`src/verilog/timer_settings.svh`:
```
`ifndef TIMER_SETTINGS_SVH
`define TIMER_SETTINGS_SVH

// counter and compare target width.
`define TMR_COUNT_W 32

// sibling counter inputs.
`define TMR_INNER_N 4

// source select: ext a, ext b, then the inner inputs.
`define TMR_SEL_W 3

// edge codes for the event sources.
`define TMR_EDGE_RISE 2'd0
`define TMR_EDGE_FALL 2'd1
`define TMR_EDGE_BOTH 2'd2
`define TMR_EDGE_NONE 2'd3

// capture registers per channel.
`define TMR_CAP_N 3

`endif

```
`src/verilog/timer_cfg_pkg.sv`:
```
`include "timer_settings.svh"

package timer_cfg_pkg;

    // one event: where it comes from and which edge counts.
    typedef struct packed {
        logic [`TMR_SEL_W-1:0] sel;
        logic [1:0]            edg;
    } ev_src_t;

    typedef struct packed {
        ev_src_t start;
        ev_src_t stop;
        ev_src_t din0;
        ev_src_t din1;
    } src_cfg_t;

    // compare targets for one output pin.
    typedef struct packed {
        logic [`TMR_COUNT_W-1:0] t0;  // drive low.
        logic [`TMR_COUNT_W-1:0] t1;  // drive high.
        logic [`TMR_COUNT_W-1:0] t2;  // end of period.
        logic                    keep;  // hold level at t2.
        logic                    halt;  // stop counter at t2.
        logic                    idle_level;
    } wave_chan_t;

    // 1 overwrites a full register, 0 drops the new value.
    typedef struct packed {
        logic [`TMR_CAP_N-1:0] ovw_b;
        logic [`TMR_CAP_N-1:0] ovw_a;
    } cap_cfg_t;

    typedef enum logic {
        CAPTURE  = 1'b0,
        WAVEFORM = 1'b1
    } mode_t;

endpackage

```
`src/verilog/timer_evt_pkg.sv`:
```
`include "timer_settings.svh"

package timer_evt_pkg;

    // one-cycle event flags.
    typedef struct packed {
        logic start;
        logic stop;
        logic din0;
        logic din1;
    } evt_t;

    // status of the capture registers, a0..a2 in the low bits.
    typedef struct packed {
        logic [`TMR_CAP_N-1:0] b;
        logic [`TMR_CAP_N-1:0] a;
    } cap_status_t;

    // interrupt pulses.
    typedef struct packed {
        logic cap_a_full;
        logic cap_b_full;
        logic period_hit;
    } irq_t;

endpackage

```
`src/verilog/capture_bank.sv`:
```
`timescale 1ns/1ps
`include "timer_settings.svh"

module capture_bank (
    input  logic                                          i_clk,
    input  logic                                          i_rst_n,
    input  logic                                          i_enable,
    input  logic                                          i_soft_clear,
    input  timer_evt_pkg::evt_t                           i_evt,
    input  timer_cfg_pkg::mode_t                          i_mode,
    input  logic [`TMR_COUNT_W-1:0]                       i_count,
    input  timer_cfg_pkg::cap_cfg_t                       i_cap_cfg,
    input  timer_evt_pkg::cap_status_t                    i_read_flag,
    output logic [`TMR_CAP_N-1:0][`TMR_COUNT_W-1:0]       o_cap_a,
    output logic [`TMR_CAP_N-1:0][`TMR_COUNT_W-1:0]       o_cap_b,
    output timer_evt_pkg::cap_status_t                    o_cap_status
);

    localparam int N     = `TMR_CAP_N;
    localparam int W     = `TMR_COUNT_W;
    localparam int IDX_W = $clog2(N);

    logic                     cap_en;
    logic [1:0]               din_v;
    logic [1:0][N-1:0]        ovw_v;
    logic [1:0][N-1:0]        rd_v;
    logic [1:0][N-1:0]        sts_q;
    logic [1:0][N-1:0][W-1:0] cap_q;

    // channel 0 is a, channel 1 is b.
    assign din_v = {i_evt.din1, i_evt.din0};
    assign ovw_v = {i_cap_cfg.ovw_b, i_cap_cfg.ovw_a};
    assign rd_v  = {i_read_flag.b, i_read_flag.a};

    always_ff @(posedge i_clk or negedge i_rst_n) begin
        if (!i_rst_n) begin
            cap_en <= 1'b0;
        end else if (!i_enable || i_evt.stop) begin
            cap_en <= 1'b0;
        end else if (i_evt.start) begin
            cap_en <= (i_mode == timer_cfg_pkg::CAPTURE);
        end
    end

    for (genvar ch = 0; ch < 2; ch++) begin : g_chan
        logic [IDX_W-1:0]  idx;  // next slot, round robin.
        logic [N-1:0]      sts;
        logic [N-1:0][W-1:0] cap;

        always_ff @(posedge i_clk or negedge i_rst_n) begin
            if (!i_rst_n) begin
                idx <= '0;
                sts <= '0;
                cap <= '0;
            end else if (!i_enable || i_soft_clear) begin
                idx <= '0;
                sts <= '0;
                cap <= '0;
            end else if (cap_en && din_v[ch]) begin
                idx <= (idx == IDX_W'(N - 1)) ? '0 : idx + 1'b1;
                sts <= sts & ~rd_v[ch];
                if (!sts[idx] || ovw_v[ch][idx]) begin
                    cap[idx] <= i_count;
                    sts[idx] <= 1'b1;  // store wins over a read in the same cycle.
                end
            end else begin
                sts <= sts & ~rd_v[ch];
            end
        end

        assign cap_q[ch] = cap;
        assign sts_q[ch] = sts;

        a_idx_range: assert property (@(posedge i_clk) disable iff (!i_rst_n)
            idx < IDX_W'(N));
    end

    assign o_cap_a        = cap_q[0];
    assign o_cap_b        = cap_q[1];
    assign o_cap_status.a = sts_q[0];
    assign o_cap_status.b = sts_q[1];

endmodule

```
`src/verilog/count_core.sv`:
```
`timescale 1ns/1ps
`include "timer_settings.svh"

module count_core (
    input  logic                       i_clk,
    input  logic                       i_rst_n,
    input  logic                       i_enable,
    input  logic                       i_soft_clear,
    input  timer_evt_pkg::evt_t        i_evt,
    input  timer_cfg_pkg::mode_t       i_mode,
    input  timer_cfg_pkg::wave_chan_t  i_wave_a,
    input  timer_cfg_pkg::wave_chan_t  i_wave_b,
    output logic [`TMR_COUNT_W-1:0]    o_count,
    output logic                       o_run,
    output logic                       o_period_hit
);

    logic wave_run;
    logic hit_a;
    logic hit_b;
    logic restart;
    logic halt;

    // period targets only matter while running a waveform.
    assign wave_run = o_run && (i_mode == timer_cfg_pkg::WAVEFORM);
    assign hit_a    = wave_run && (o_count == i_wave_a.t2);
    assign hit_b    = wave_run && (o_count == i_wave_b.t2);

    assign restart      = (hit_a && !i_wave_a.halt) || (hit_b && !i_wave_b.halt);
    assign halt         = (hit_a && i_wave_a.halt) || (hit_b && i_wave_b.halt);
    assign o_period_hit = hit_a || hit_b;

    always_ff @(posedge i_clk or negedge i_rst_n) begin
        if (!i_rst_n) begin
            o_run <= 1'b0;
        end else if (!i_enable || i_evt.stop) begin
            o_run <= 1'b0;  // stop beats start.
        end else if (i_evt.start) begin
            o_run <= 1'b1;
        end else if (halt) begin
            o_run <= 1'b0;
        end
    end

    always_ff @(posedge i_clk or negedge i_rst_n) begin
        if (!i_rst_n) begin
            o_count <= '0;
        end else if (!i_enable || i_soft_clear) begin
            o_count <= '0;
        end else if (o_run) begin
            if (restart) begin
                o_count <= '0;
            end else if (!halt) begin
                o_count <= o_count + 1'b1;
            end
        end
    end

    a_idle_hold: assert property (@(posedge i_clk) disable iff (!i_rst_n)
        !o_run && i_enable && !i_soft_clear |=> $stable(o_count));

endmodule

```
`src/verilog/event_select.sv`:
```
`timescale 1ns/1ps
`include "timer_settings.svh"

module event_select (
    input  logic                     i_clk,
    input  logic                     i_rst_n,
    input  logic                     i_ext_din_a,
    input  logic                     i_ext_din_b,
    input  logic [`TMR_INNER_N-1:0]  i_inner_din,
    input  logic                     i_soft_start,
    input  logic                     i_soft_stop,
    input  timer_cfg_pkg::src_cfg_t  i_src,
    output timer_evt_pkg::evt_t      o_evt
);

    localparam int SRC_N    = 1 << `TMR_SEL_W;
    localparam int EV_N     = 4;
    localparam int EV_START = 3;
    localparam int EV_STOP  = 2;
    localparam int EV_DIN0  = 1;
    localparam int EV_DIN1  = 0;

    logic [SRC_N-1:0]                  src_vec;
    timer_cfg_pkg::ev_src_t [EV_N-1:0] ev_cfg;
    logic [EV_N-1:0][1:0]              hist;  // [0] newest sample.
    logic [EV_N-1:0]                   edge_hit;
    logic [EV_N-1:0]                   flag_q;

    function automatic logic detect(input logic [1:0] code, input logic [1:0] h);
        case (code)
            `TMR_EDGE_RISE: return h[0] & ~h[1];
            `TMR_EDGE_FALL: return ~h[0] & h[1];
            `TMR_EDGE_BOTH: return h[0] ^ h[1];
            default:        return 1'b0;
        endcase
    endfunction

    // unused select codes read as constant low.
    assign src_vec = {{(SRC_N - 2 - `TMR_INNER_N){1'b0}}, i_inner_din, i_ext_din_b, i_ext_din_a};
    assign ev_cfg  = {i_src.start, i_src.stop, i_src.din0, i_src.din1};

    always_comb begin
        for (int k = 0; k < EV_N; k++) begin
            edge_hit[k] = detect(ev_cfg[k].edg, hist[k]);
        end
    end

    always_ff @(posedge i_clk or negedge i_rst_n) begin
        if (!i_rst_n) begin
            hist   <= '0;
            flag_q <= '0;
        end else begin
            for (int k = 0; k < EV_N; k++) begin
                hist[k] <= {hist[k][0], src_vec[ev_cfg[k].sel]};
            end
            flag_q <= edge_hit;  // flag one cycle after the sample.
        end
    end

    assign o_evt.start = flag_q[EV_START] | i_soft_start;
    assign o_evt.stop  = flag_q[EV_STOP] | i_soft_stop;
    assign o_evt.din0  = flag_q[EV_DIN0];
    assign o_evt.din1  = flag_q[EV_DIN1];

    for (genvar k = 0; k < EV_N; k++) begin : g_chk
        a_none_quiet: assert property (@(posedge i_clk) disable iff (!i_rst_n)
            ev_cfg[k].edg == `TMR_EDGE_NONE |=> !flag_q[k]);
    end

endmodule

```
`src/verilog/irq_gen.sv`:
```
`timescale 1ns/1ps

module irq_gen (
    input  logic                        i_clk,
    input  logic                        i_rst_n,
    input  timer_evt_pkg::cap_status_t  i_cap_status,
    input  logic                        i_period_hit,
    output timer_evt_pkg::irq_t         o_irq
);

    logic [2:0] cond;
    logic [2:0] cond_q;

    // same bit order as irq_t.
    assign cond = {&i_cap_status.a, &i_cap_status.b, i_period_hit};

    always_ff @(posedge i_clk or negedge i_rst_n) begin
        if (!i_rst_n) begin
            cond_q <= '0;
            o_irq  <= '0;
        end else begin
            cond_q <= cond;
            o_irq  <= timer_evt_pkg::irq_t'(cond & ~cond_q);  // rising edges only.
        end
    end

endmodule

```
`src/verilog/timer_top.sv`:
```
`timescale 1ns/1ps
`include "timer_settings.svh"

module timer_top (
    input  logic                                     i_clk,
    input  logic                                     i_rst_n,
    input  logic                                     i_enable,
    input  logic                                     i_ext_din_a,
    input  logic                                     i_ext_din_b,
    input  logic [`TMR_INNER_N-1:0]                  i_inner_din,
    input  logic                                     i_soft_start,
    input  logic                                     i_soft_stop,
    input  logic                                     i_soft_clear,
    input  timer_cfg_pkg::mode_t                     i_mode,
    input  timer_cfg_pkg::src_cfg_t                  i_src,
    input  timer_cfg_pkg::wave_chan_t                i_wave_a,
    input  timer_cfg_pkg::wave_chan_t                i_wave_b,
    input  timer_cfg_pkg::cap_cfg_t                  i_cap_cfg,
    input  timer_evt_pkg::cap_status_t               i_read_flag,
    output logic                                     o_dout_a,
    output logic                                     o_dout_b,
    output logic                                     o_dout_a_oen,
    output logic                                     o_dout_b_oen,
    output logic [`TMR_COUNT_W-1:0]                  o_count,
    output logic [`TMR_CAP_N-1:0][`TMR_COUNT_W-1:0]  o_cap_a,
    output logic [`TMR_CAP_N-1:0][`TMR_COUNT_W-1:0]  o_cap_b,
    output timer_evt_pkg::cap_status_t               o_cap_status,
    output timer_evt_pkg::irq_t                      o_irq
);

    timer_evt_pkg::evt_t evt;
    logic                period_hit;

    event_select event_select_i (
        .i_clk        (i_clk),
        .i_rst_n      (i_rst_n),
        .i_ext_din_a  (i_ext_din_a),
        .i_ext_din_b  (i_ext_din_b),
        .i_inner_din  (i_inner_din),
        .i_soft_start (i_soft_start),
        .i_soft_stop  (i_soft_stop),
        .i_src        (i_src),
        .o_evt        (evt)
    );

    count_core count_core_i (
        .i_clk        (i_clk),
        .i_rst_n      (i_rst_n),
        .i_enable     (i_enable),
        .i_soft_clear (i_soft_clear),
        .i_evt        (evt),
        .i_mode       (i_mode),
        .i_wave_a     (i_wave_a),
        .i_wave_b     (i_wave_b),
        .o_count      (o_count),
        .o_run        (),
        .o_period_hit (period_hit)
    );

    waveform_gen waveform_gen_i (
        .i_clk        (i_clk),
        .i_rst_n      (i_rst_n),
        .i_enable     (i_enable),
        .i_evt        (evt),
        .i_mode       (i_mode),
        .i_count      (o_count),
        .i_wave_a     (i_wave_a),
        .i_wave_b     (i_wave_b),
        .o_dout_a     (o_dout_a),
        .o_dout_b     (o_dout_b),
        .o_dout_a_oen (o_dout_a_oen),
        .o_dout_b_oen (o_dout_b_oen)
    );

    capture_bank capture_bank_i (
        .i_clk        (i_clk),
        .i_rst_n      (i_rst_n),
        .i_enable     (i_enable),
        .i_soft_clear (i_soft_clear),
        .i_evt        (evt),
        .i_mode       (i_mode),
        .i_count      (o_count),
        .i_cap_cfg    (i_cap_cfg),
        .i_read_flag  (i_read_flag),
        .o_cap_a      (o_cap_a),
        .o_cap_b      (o_cap_b),
        .o_cap_status (o_cap_status)
    );

    irq_gen irq_gen_i (
        .i_clk        (i_clk),
        .i_rst_n      (i_rst_n),
        .i_cap_status (o_cap_status),
        .i_period_hit (period_hit),
        .o_irq        (o_irq)
    );

endmodule

```
`src/verilog/waveform_gen.sv`:
```
`timescale 1ns/1ps
`include "timer_settings.svh"

module waveform_gen (
    input  logic                       i_clk,
    input  logic                       i_rst_n,
    input  logic                       i_enable,
    input  timer_evt_pkg::evt_t        i_evt,
    input  timer_cfg_pkg::mode_t       i_mode,
    input  logic [`TMR_COUNT_W-1:0]    i_count,
    input  timer_cfg_pkg::wave_chan_t  i_wave_a,
    input  timer_cfg_pkg::wave_chan_t  i_wave_b,
    output logic                       o_dout_a,
    output logic                       o_dout_b,
    output logic                       o_dout_a_oen,
    output logic                       o_dout_b_oen
);

    logic pins_on;
    logic wave_mode;

    // next pin level from the compare targets.
    function automatic logic next_level(input timer_cfg_pkg::wave_chan_t w,
                                        input logic [`TMR_COUNT_W-1:0] cnt,
                                        input logic cur);
        logic lvl;
        lvl = cur;
        if (cnt == w.t0) begin
            lvl = 1'b0;
        end else if (cnt == w.t1) begin
            lvl = 1'b1;
        end else if (cnt == w.t2 && !w.keep) begin
            lvl = w.idle_level;
        end
        return lvl;
    endfunction

    assign wave_mode = (i_mode == timer_cfg_pkg::WAVEFORM);

    always_ff @(posedge i_clk or negedge i_rst_n) begin
        if (!i_rst_n) begin
            pins_on  <= 1'b0;
            o_dout_a <= 1'b0;
            o_dout_b <= 1'b0;
        end else if (!i_enable || i_evt.stop) begin
            pins_on <= 1'b0;
        end else if (i_evt.start) begin
            pins_on <= wave_mode;  // capture start releases the pins.
            if (wave_mode) begin
                o_dout_a <= i_wave_a.idle_level;
                o_dout_b <= i_wave_b.idle_level;
            end
        end else if (pins_on) begin
            o_dout_a <= next_level(i_wave_a, i_count, o_dout_a);
            o_dout_b <= next_level(i_wave_b, i_count, o_dout_b);
        end
    end

    assign o_dout_a_oen = ~pins_on;  // active low.
    assign o_dout_b_oen = ~pins_on;

    a_oen_mode: assert property (@(posedge i_clk) disable iff (!i_rst_n)
        !o_dout_a_oen |-> i_mode == timer_cfg_pkg::WAVEFORM);

endmodule
```
`config.mk`:
```
export PLATFORM = sky130hd
export DESIGN_NAME = timer_top
export DESIGN_NICKNAME = d
export VERILOG_FILES = /design/src/verilog/timer_cfg_pkg.sv /design/src/verilog/timer_evt_pkg.sv /design/src/verilog/capture_bank.sv /design/src/verilog/count_core.sv /design/src/verilog/event_select.sv /design/src/verilog/irq_gen.sv /design/src/verilog/timer_top.sv /design/src/verilog/waveform_gen.sv
export VERILOG_INCLUDE_DIRS = /design/src /design/src/verilog
export SDC_FILE = /design/constraint.sdc
export NUM_CORES = 1
export LEC_CHECK = 0
export ABC_AREA = 1
export BUFFER_PORTS_ARGS = -buffer_cell sky130_fd_sc_hd__buf_2
export CORE_AREA = 2 2 187 189
export DETAILED_ROUTE_END_ITERATION = 7
export DIE_AREA = 0 0 189 191
export HOLD_SLACK_MARGIN = 0.12
export PLACE_DENSITY = 0.69
export SYNTH_ARGS = -nofsm -noshare
export SYNTH_HDL_FRONTEND = slang
export SYNTH_SLANG_ARGS = --single-unit
```
`constraint.sdc`:
```
create_clock -name i_clk -period 2 [get_ports i_clk]
set_input_delay 0.3 -clock i_clk [delete_from_list [all_inputs] [get_ports i_clk]]
set_output_delay 0.3 -clock i_clk [all_outputs]
set_load 0.1 [all_outputs]
```
# Word level (Yosys, flattened, before mapping)

Index checks and enable logic that the tools add are counted.

Flip-flop bits (word level): 257
Input bits: 243
Output and inout port bits: 237
Logic and storage cells: 206

Add/sub/neg operators: 3
Magnitude comparators: 8
Equal/unequal tests: 18
Mux-type cells: 71
Bitwise logic cells: 33
Reduce and logical (&&, ||, !) cells: 48

Operator list:

| cell                                                                         | count |
|---|---|
| 96-bit two-way mux                                                           | 6 |
| 96-bit bitwise mux                                                           | 2 |
| 32-bit == test                                                               | 6 |
| 32-bit two-way mux                                                           | 6 |
| 32-bit demux with 2-bit select                                               | 2 |
| 32-bit by 1-bit adder with 32-bit output, second input constant              | 1 |
| 1-bit two-way mux                                                            | 29 |
| 3-bit two-way mux                                                            | 6 |
| 3-bit by 4-bit less-than comparator with 1-bit output, second input constant | 4 |
| 2-bit nonzero test                                                           | 7 |
| 1-bit logical AND                                                            | 13 |
| 1-bit binary-select mux with 3-bit select                                    | 4 |
| 2-bit == test, second input constant                                         | 6 |
| 2-bit two-way mux                                                            | 6 |
| 1-bit one-hot mux with 3 select lines                                        | 4 |
| 1-bit inverter                                                               | 11 |
| 3-bit bitwise AND                                                            | 3 |
| 3-bit inverter                                                               | 3 |
| 1-bit bitwise AND                                                            | 8 |
| 1-bit binary-select mux with 2-bit select                                    | 4 |
| 2-bit by 1-bit == test with 1-bit output, second input constant              | 4 |
| 2-bit logical NOT                                                            | 4 |
| 4-bit AND reduction                                                          | 2 |
| 4-bit nonzero test                                                           | 2 |
| 14 further kinds                                                             | 38 |

# Longest topological paths before layout

Depth in word-level cells: 8
Gate-level depth with buffers: 17
Depth with buffers taken out: 14

# Modules after synthesis

Synthesis repeated with hierarchy kept, for this count alone.

Cells, all modules: 2765
Area, all modules: 18167.4 um2

Modules (own cells, without submodules):

| module       | instances | cells each | area each (um2) | seq. area each (um2) |
|---|---|---|---|---|
| capture_bank | 1         | 1007       | 8941.1          | 5079.9 |
| count_core   | 1         | 812        | 4267.8          | 825.8 |
| waveform_gen | 1         | 810        | 3935.0          | 75.1 |
| event_select | 1         | 122        | 825.8           | 300.3 |
| irq_gen      | 1         | 14         | 197.7           | 150.1 |

# Worst setup path before layout

Ideal clock, no wire load.

Kind: register -> register
From: register count_core_i.o_count[1]
To: register count_core_i.o_count[30]
Library setup time: 0.117 ns
Arrival time: 2.383 ns
Required time: 1.883 ns
Slack: -0.501 ns
Stages on the path, launching flop included: 12
Path buffers: 0
Period minus slack after synthesis: 2.501 ns
Path through: dfrtp_1 ha_1 nand3_2 nor2_1 nand3_1 nor2_2 nand3_1 nor2_1 xor2_1 nor2_1 nand2_1 nand2_1

Longest elaborated chain between the ends: 7
Elaborated cells on any way between the ends: 17
Those cells by class: add/sub: 1; eq/ne: 3; mux: 4; reduce/logical: 9

RTL lines:

| what                                                                             | RTL line         | source |
|---|---|---|
| from (decl)                                                                      | count_core.sv:13 | `` output logic [`TMR_COUNT_W-1:0] o_count, `` |
| from (signal assigned)                                                           | count_core.sv:54 | `o_count <= o_count + 1'b1;` |
| branches (longest 7 deep; another with 32-bit by 1-bit adder with 32-bit output) | n/a              |  |

Parallel ways; which one is timed is not known. The select of a mux whose other input is x is not followed.
A chain may end at the register's enable or synchronous reset.

# Worst setup path after layout

From: register count_core_i.o_count[7]
To: register count_core_i.o_count[27]

The elaborated chain is that of the path after synthesis.

==> impl_metrics.csv <==
group,metric,value,unit
synth,synth_fp_nets,1964,
cells_and_area,fillers,3141,
drt,drt_pass1_iterations,5,
clocking,clock_sinks,257,
synth,synth_area_in_xor_xnor,0.106,
synth,synth_top_cell_by_area,"dfrtp_1",
synth,postSynth.topFlopCell,"dfrtp_1",
clocking,clockRootBuffer,"clkbuf_16",
power,power.static_leakage,0.00980,uW
place,dp.final_hpwl,46100,um
clocking,cts.clk_slew.worst_paths,0.07,ns
synth,adder_and_majority_cell_fraction_of_the_synthesized_area,0.00798,
synth,yosysUniqueCellTypes,41,
floorplan,die_area,36100,um^2
synth,top_cells_by_count_synth,"nand2_1, dfrtp_1, nand3_1",
cells_and_area,final_cell_area,20000,um^2
global_route,grt_ovf,0,
global_route,total_routing_usage_reported_by_global_routing,0.321,
place,portBuffers,479,
cells_and_area,finalNetCount,2566,
synth,synth_top_area_frac,0.456,
sta,final_critical_period,2.13,ns
drt,detail_route.iter0.violations,1023,
clocking,clkLatencyLatePin,0.56,ns
floorplan,row_count,68,
run_status,failed_checks,"setup timing",
drt,vias,14800,
sta,min_period_over_period,1.07,
critical_path,worstPathRequired,2.44,ns
critical_path,timing.critical_path.to_type,"flip-flop",
drt,total_wirelength,60400,um
floorplan,die-width,189,um
sta,grt_setup_unrepaired,"yes",
drt,post-route-drc-count,0,
global_route,grt_antenna_before_repair,5,
drt,ant_nets,0,
sta,finalMaxSlewViolations,0,
clocking,cts_tree,"done",
synth,avg_inst_size_synth,8.25,um^2
global_route,grt_first_pass_wirelength,88000,um
drt,routed_via_density,5.31,
global_route,grt_pass1_vias,14200,
clocking,htree_levels,1,
synth,asyncSetResetFlopFracSynth,1.00,
cells_and_area,fraction_of_final_layout_cells_with_drive_strength_greater_than_1,0.387,
sta,tightest_slew,0.548,ns
critical_path,worst_ep_arrival_time,2.57,ns
drt,detail_route.wl_per_cell,21.6,um
floorplan,effective_utilization_at_floorplan,0.414,
synth,post_synth_main_area_contributors,"dfrtp_1, xnor2_1, nand3_1",
global_route,grt_max_degree,83,
synth,synth_simple_gate_area_share,0.243,
sta,setup_viol,33,
synth,netlist_instances,1712,
synth,yosys_register_bits,257,
synth,yosys_warning_count,0,
clocking,tritoncts.num_buffers,29,
critical_path,critical_path.max_fanout,8,
sta,final-hold-violation-count,0,
worst_hold_path,worstHoldPathType,"in2reg",
power,power_per_cell_area,607,nW/um^2
cells_and_area,fin_cells,2793,
clocking,clock_tree.buffer_depth,3,
floorplan,fp.dieH,191,um
sta,finalWorstSetupSlack,-0.131,ns
synth,post_synth_instance_area,14100,um^2
critical_path,cp-start-kind,"flip-flop",
place,placed_cells,2687,
power,ir_worst_vdd,580,uV
run_status,outcome,"complete, but fails checks",
floorplan,ios,480,
sta,maxSlewHeadroom,0.637,
flow_run,count_of_maximum_capacitance_violations,0,
synth,synth_most_common_cell,"nand2_1",
floorplan,core_region_area,34100,um^2
synth,yosysSeqAreaShare,0.456,
synth,synth_edf_count,0,
sta,fmax,469,MHz
synth,synth_top_family_by_area,"simple AND/OR/NAND/NOR gates",
synth,synth.mux.area_fraction,0,
sta,fin_worst_skew,0.0151,ns
place,gp_routability_congestion,0.989,
synth,compound_gate_fraction_of_synth_area,0.102,
cells_and_area,synth_to_final_area_change,41.5,%
place,detailed_place.area,18000,um^2
critical_path,worst-setup-path-type,"reg2reg",
==> cells in the final DEF, fill, tap and decap left out, drive strengths merged <==
| cell type | count |
|---|---|
| ha | 9 |
| dfrtp | 257 |
| clkinv | 8 |
| nor3 | 19 |
| clkbuf | 45 |
| nand4 | 35 |
| or2 | 27 |
| and2 | 1 |
| a31o | 4 |
| bufbuf | 1 |
| a221oi | 4 |
| o221ai | 1 |
| xor2 | 27 |
| nand2 | 306 |
| nor4 | 2 |
| nor2 | 118 |
| xnor2 | 144 |
| buf | 645 |
| nand3b | 1 |
| bufinv | 2 |
| dlygate4sd3 | 29 |
| a22oi | 2 |
| o211ai | 5 |
| clkinvlp | 6 |
| inv | 138 |
| o21ai | 224 |
| nand3 | 251 |
| o22ai | 1 |
| diode | 3 |
| a21oi | 20 |
| o31ai | 2 |
| o21a | 1 |
==> area by class of cell <==
class | instances | area, um^2 | area share
Sequential cell | 257 | 6550 | 0.328
Inverter | 140 | 568 | 0.0284
Clock buffer | 38 | 830 | 0.0415
Antenna cell | 3 | 7.51 | 0.000376
Tap cell | 455 | 569 | 0.0285
Clock inverter | 14 | 153 | 0.00764
Timing Repair Buffer | 682 | 4380 | 0.219
Multi-Input combinational cell | 1204 | 6920 | 0.346
==> power breakdown <==
part / leakage [uW] / internal, uW / switching (uW) / total (uW)
clock: 0.000473 / 3190 / 2320 / 5510
sequential: 0.00350 / 5240 / 27.9 / 5270
combinational: 0.00583 / 555 / 800 / 1350
total: 0.00980 / 8990 / 3140 / 12100
==> logic make-up after synthesis <==
kind of cell / count (synthesis)
AO/OA/AOI/OAI: 264
XOR/XNOR: 171
adder cells (fa/ha/maj): 9
buffers and inverters: 251
flip-flops: 257
AND/OR/NAND/NOR: 760
==> timing repair <==
item                                    4_1_cts  5_1_grt
buffers inserted                              7       13
endpoints found under the hold margin       166        0
gates resized for setup                      34       83
hold buffers                                 29        0
pin swaps                                    11       34
cloned                                        1        2
endpoints found under the setup margin       41       46
==> critical path, cell delays in order (launching register included) <==
cell and delay [ns]:
dfrtp_4 0.52, xnor2_2 0.16, nand2_2 0.11, nor2_1 0.11
nand2_1 0.09, nor2_4 0.17, nand4_1 0.17, nand3_2 0.16
nand2_4 0.09, buf_12 0.16, buf_12 0.14, nand3_2 0.05
nand2_1 0.08
==> per-layer routing <==
metal	part of all wire	routed length (um)	track usage	vias to the layer above
met5	0.00043	26	0	-
met3	0.090	5410	0.0687	137
li1	-	-	-	6796
met2	0.46	27700	0.514	737
met4	0.044	2640	0.128	4
met1	0.41	24700	0.426	7161
==> metrics by stage <==
stage / total power (uW) / util / hold slack (ns) / TNS [ns] / setup slack (ns)
floorplan: 5940 / - / 0.00441 / -3.05 / -0.103
finish: 12100 / 0.585 / 0.127 / -3.01 / -0.131
CTS: 12100 / 0.571 / 0.121 / -1.63 / -0.0715
global placement: 6550 / 0.527 / 0.258 / -6.81 / -0.224
global route: 12600 / 0.585 / 0.161 / -6.21 / -0.219
detailed placement: 6570 / 0.527 / 0.264 / -6.67 / -0.226
==> state kept, by name, summed over array words and instances, names as in the netlist <==
name / cells
capture_bank_i.o_cap_a: 96
capture_bank_i.o_cap_b: 96
count_core_i.o_count: 32
event_select_i.hist: 8
capture_bank_i.g_chan.sts: 6
capture_bank_i.g_chan.idx: 4
event_select_i.flag_q: 4
irq_gen_i.cond_q: 3
irq_gen_i.o_irq: 3
capture_bank_i.cap_en: 1
count_core_i.o_run: 1
waveform_gen_i.o_dout_a: 1
waveform_gen_i.o_dout_b: 1
waveform_gen_i.pins_on: 1
==> final timing paths <==
kind                                         startpoint                    endpoint  slack, ns  depth (start not counted)
worst max-delay path            count_core_i.o_count[7]    count_core_i.o_count[27]      -0.13                         12
worst min-delay path                       i_soft_clear  capture_bank_i.o_cap_a[68]       0.13                          4
worst max register to register  count_core_i.o_count[7]    count_core_i.o_count[27]      -0.13                         12
worst min register to register   event_select_i.hist[2]      event_select_i.hist[3]       0.41                          0
max in group asynchronous                       i_rst_n    count_core_i.o_count[10]       0.98                          3
min in group asynchronous                       i_rst_n   capture_bank_i.o_cap_b[5]       0.28                          2
No activity file was read; power rests on OpenSTA's default activity.
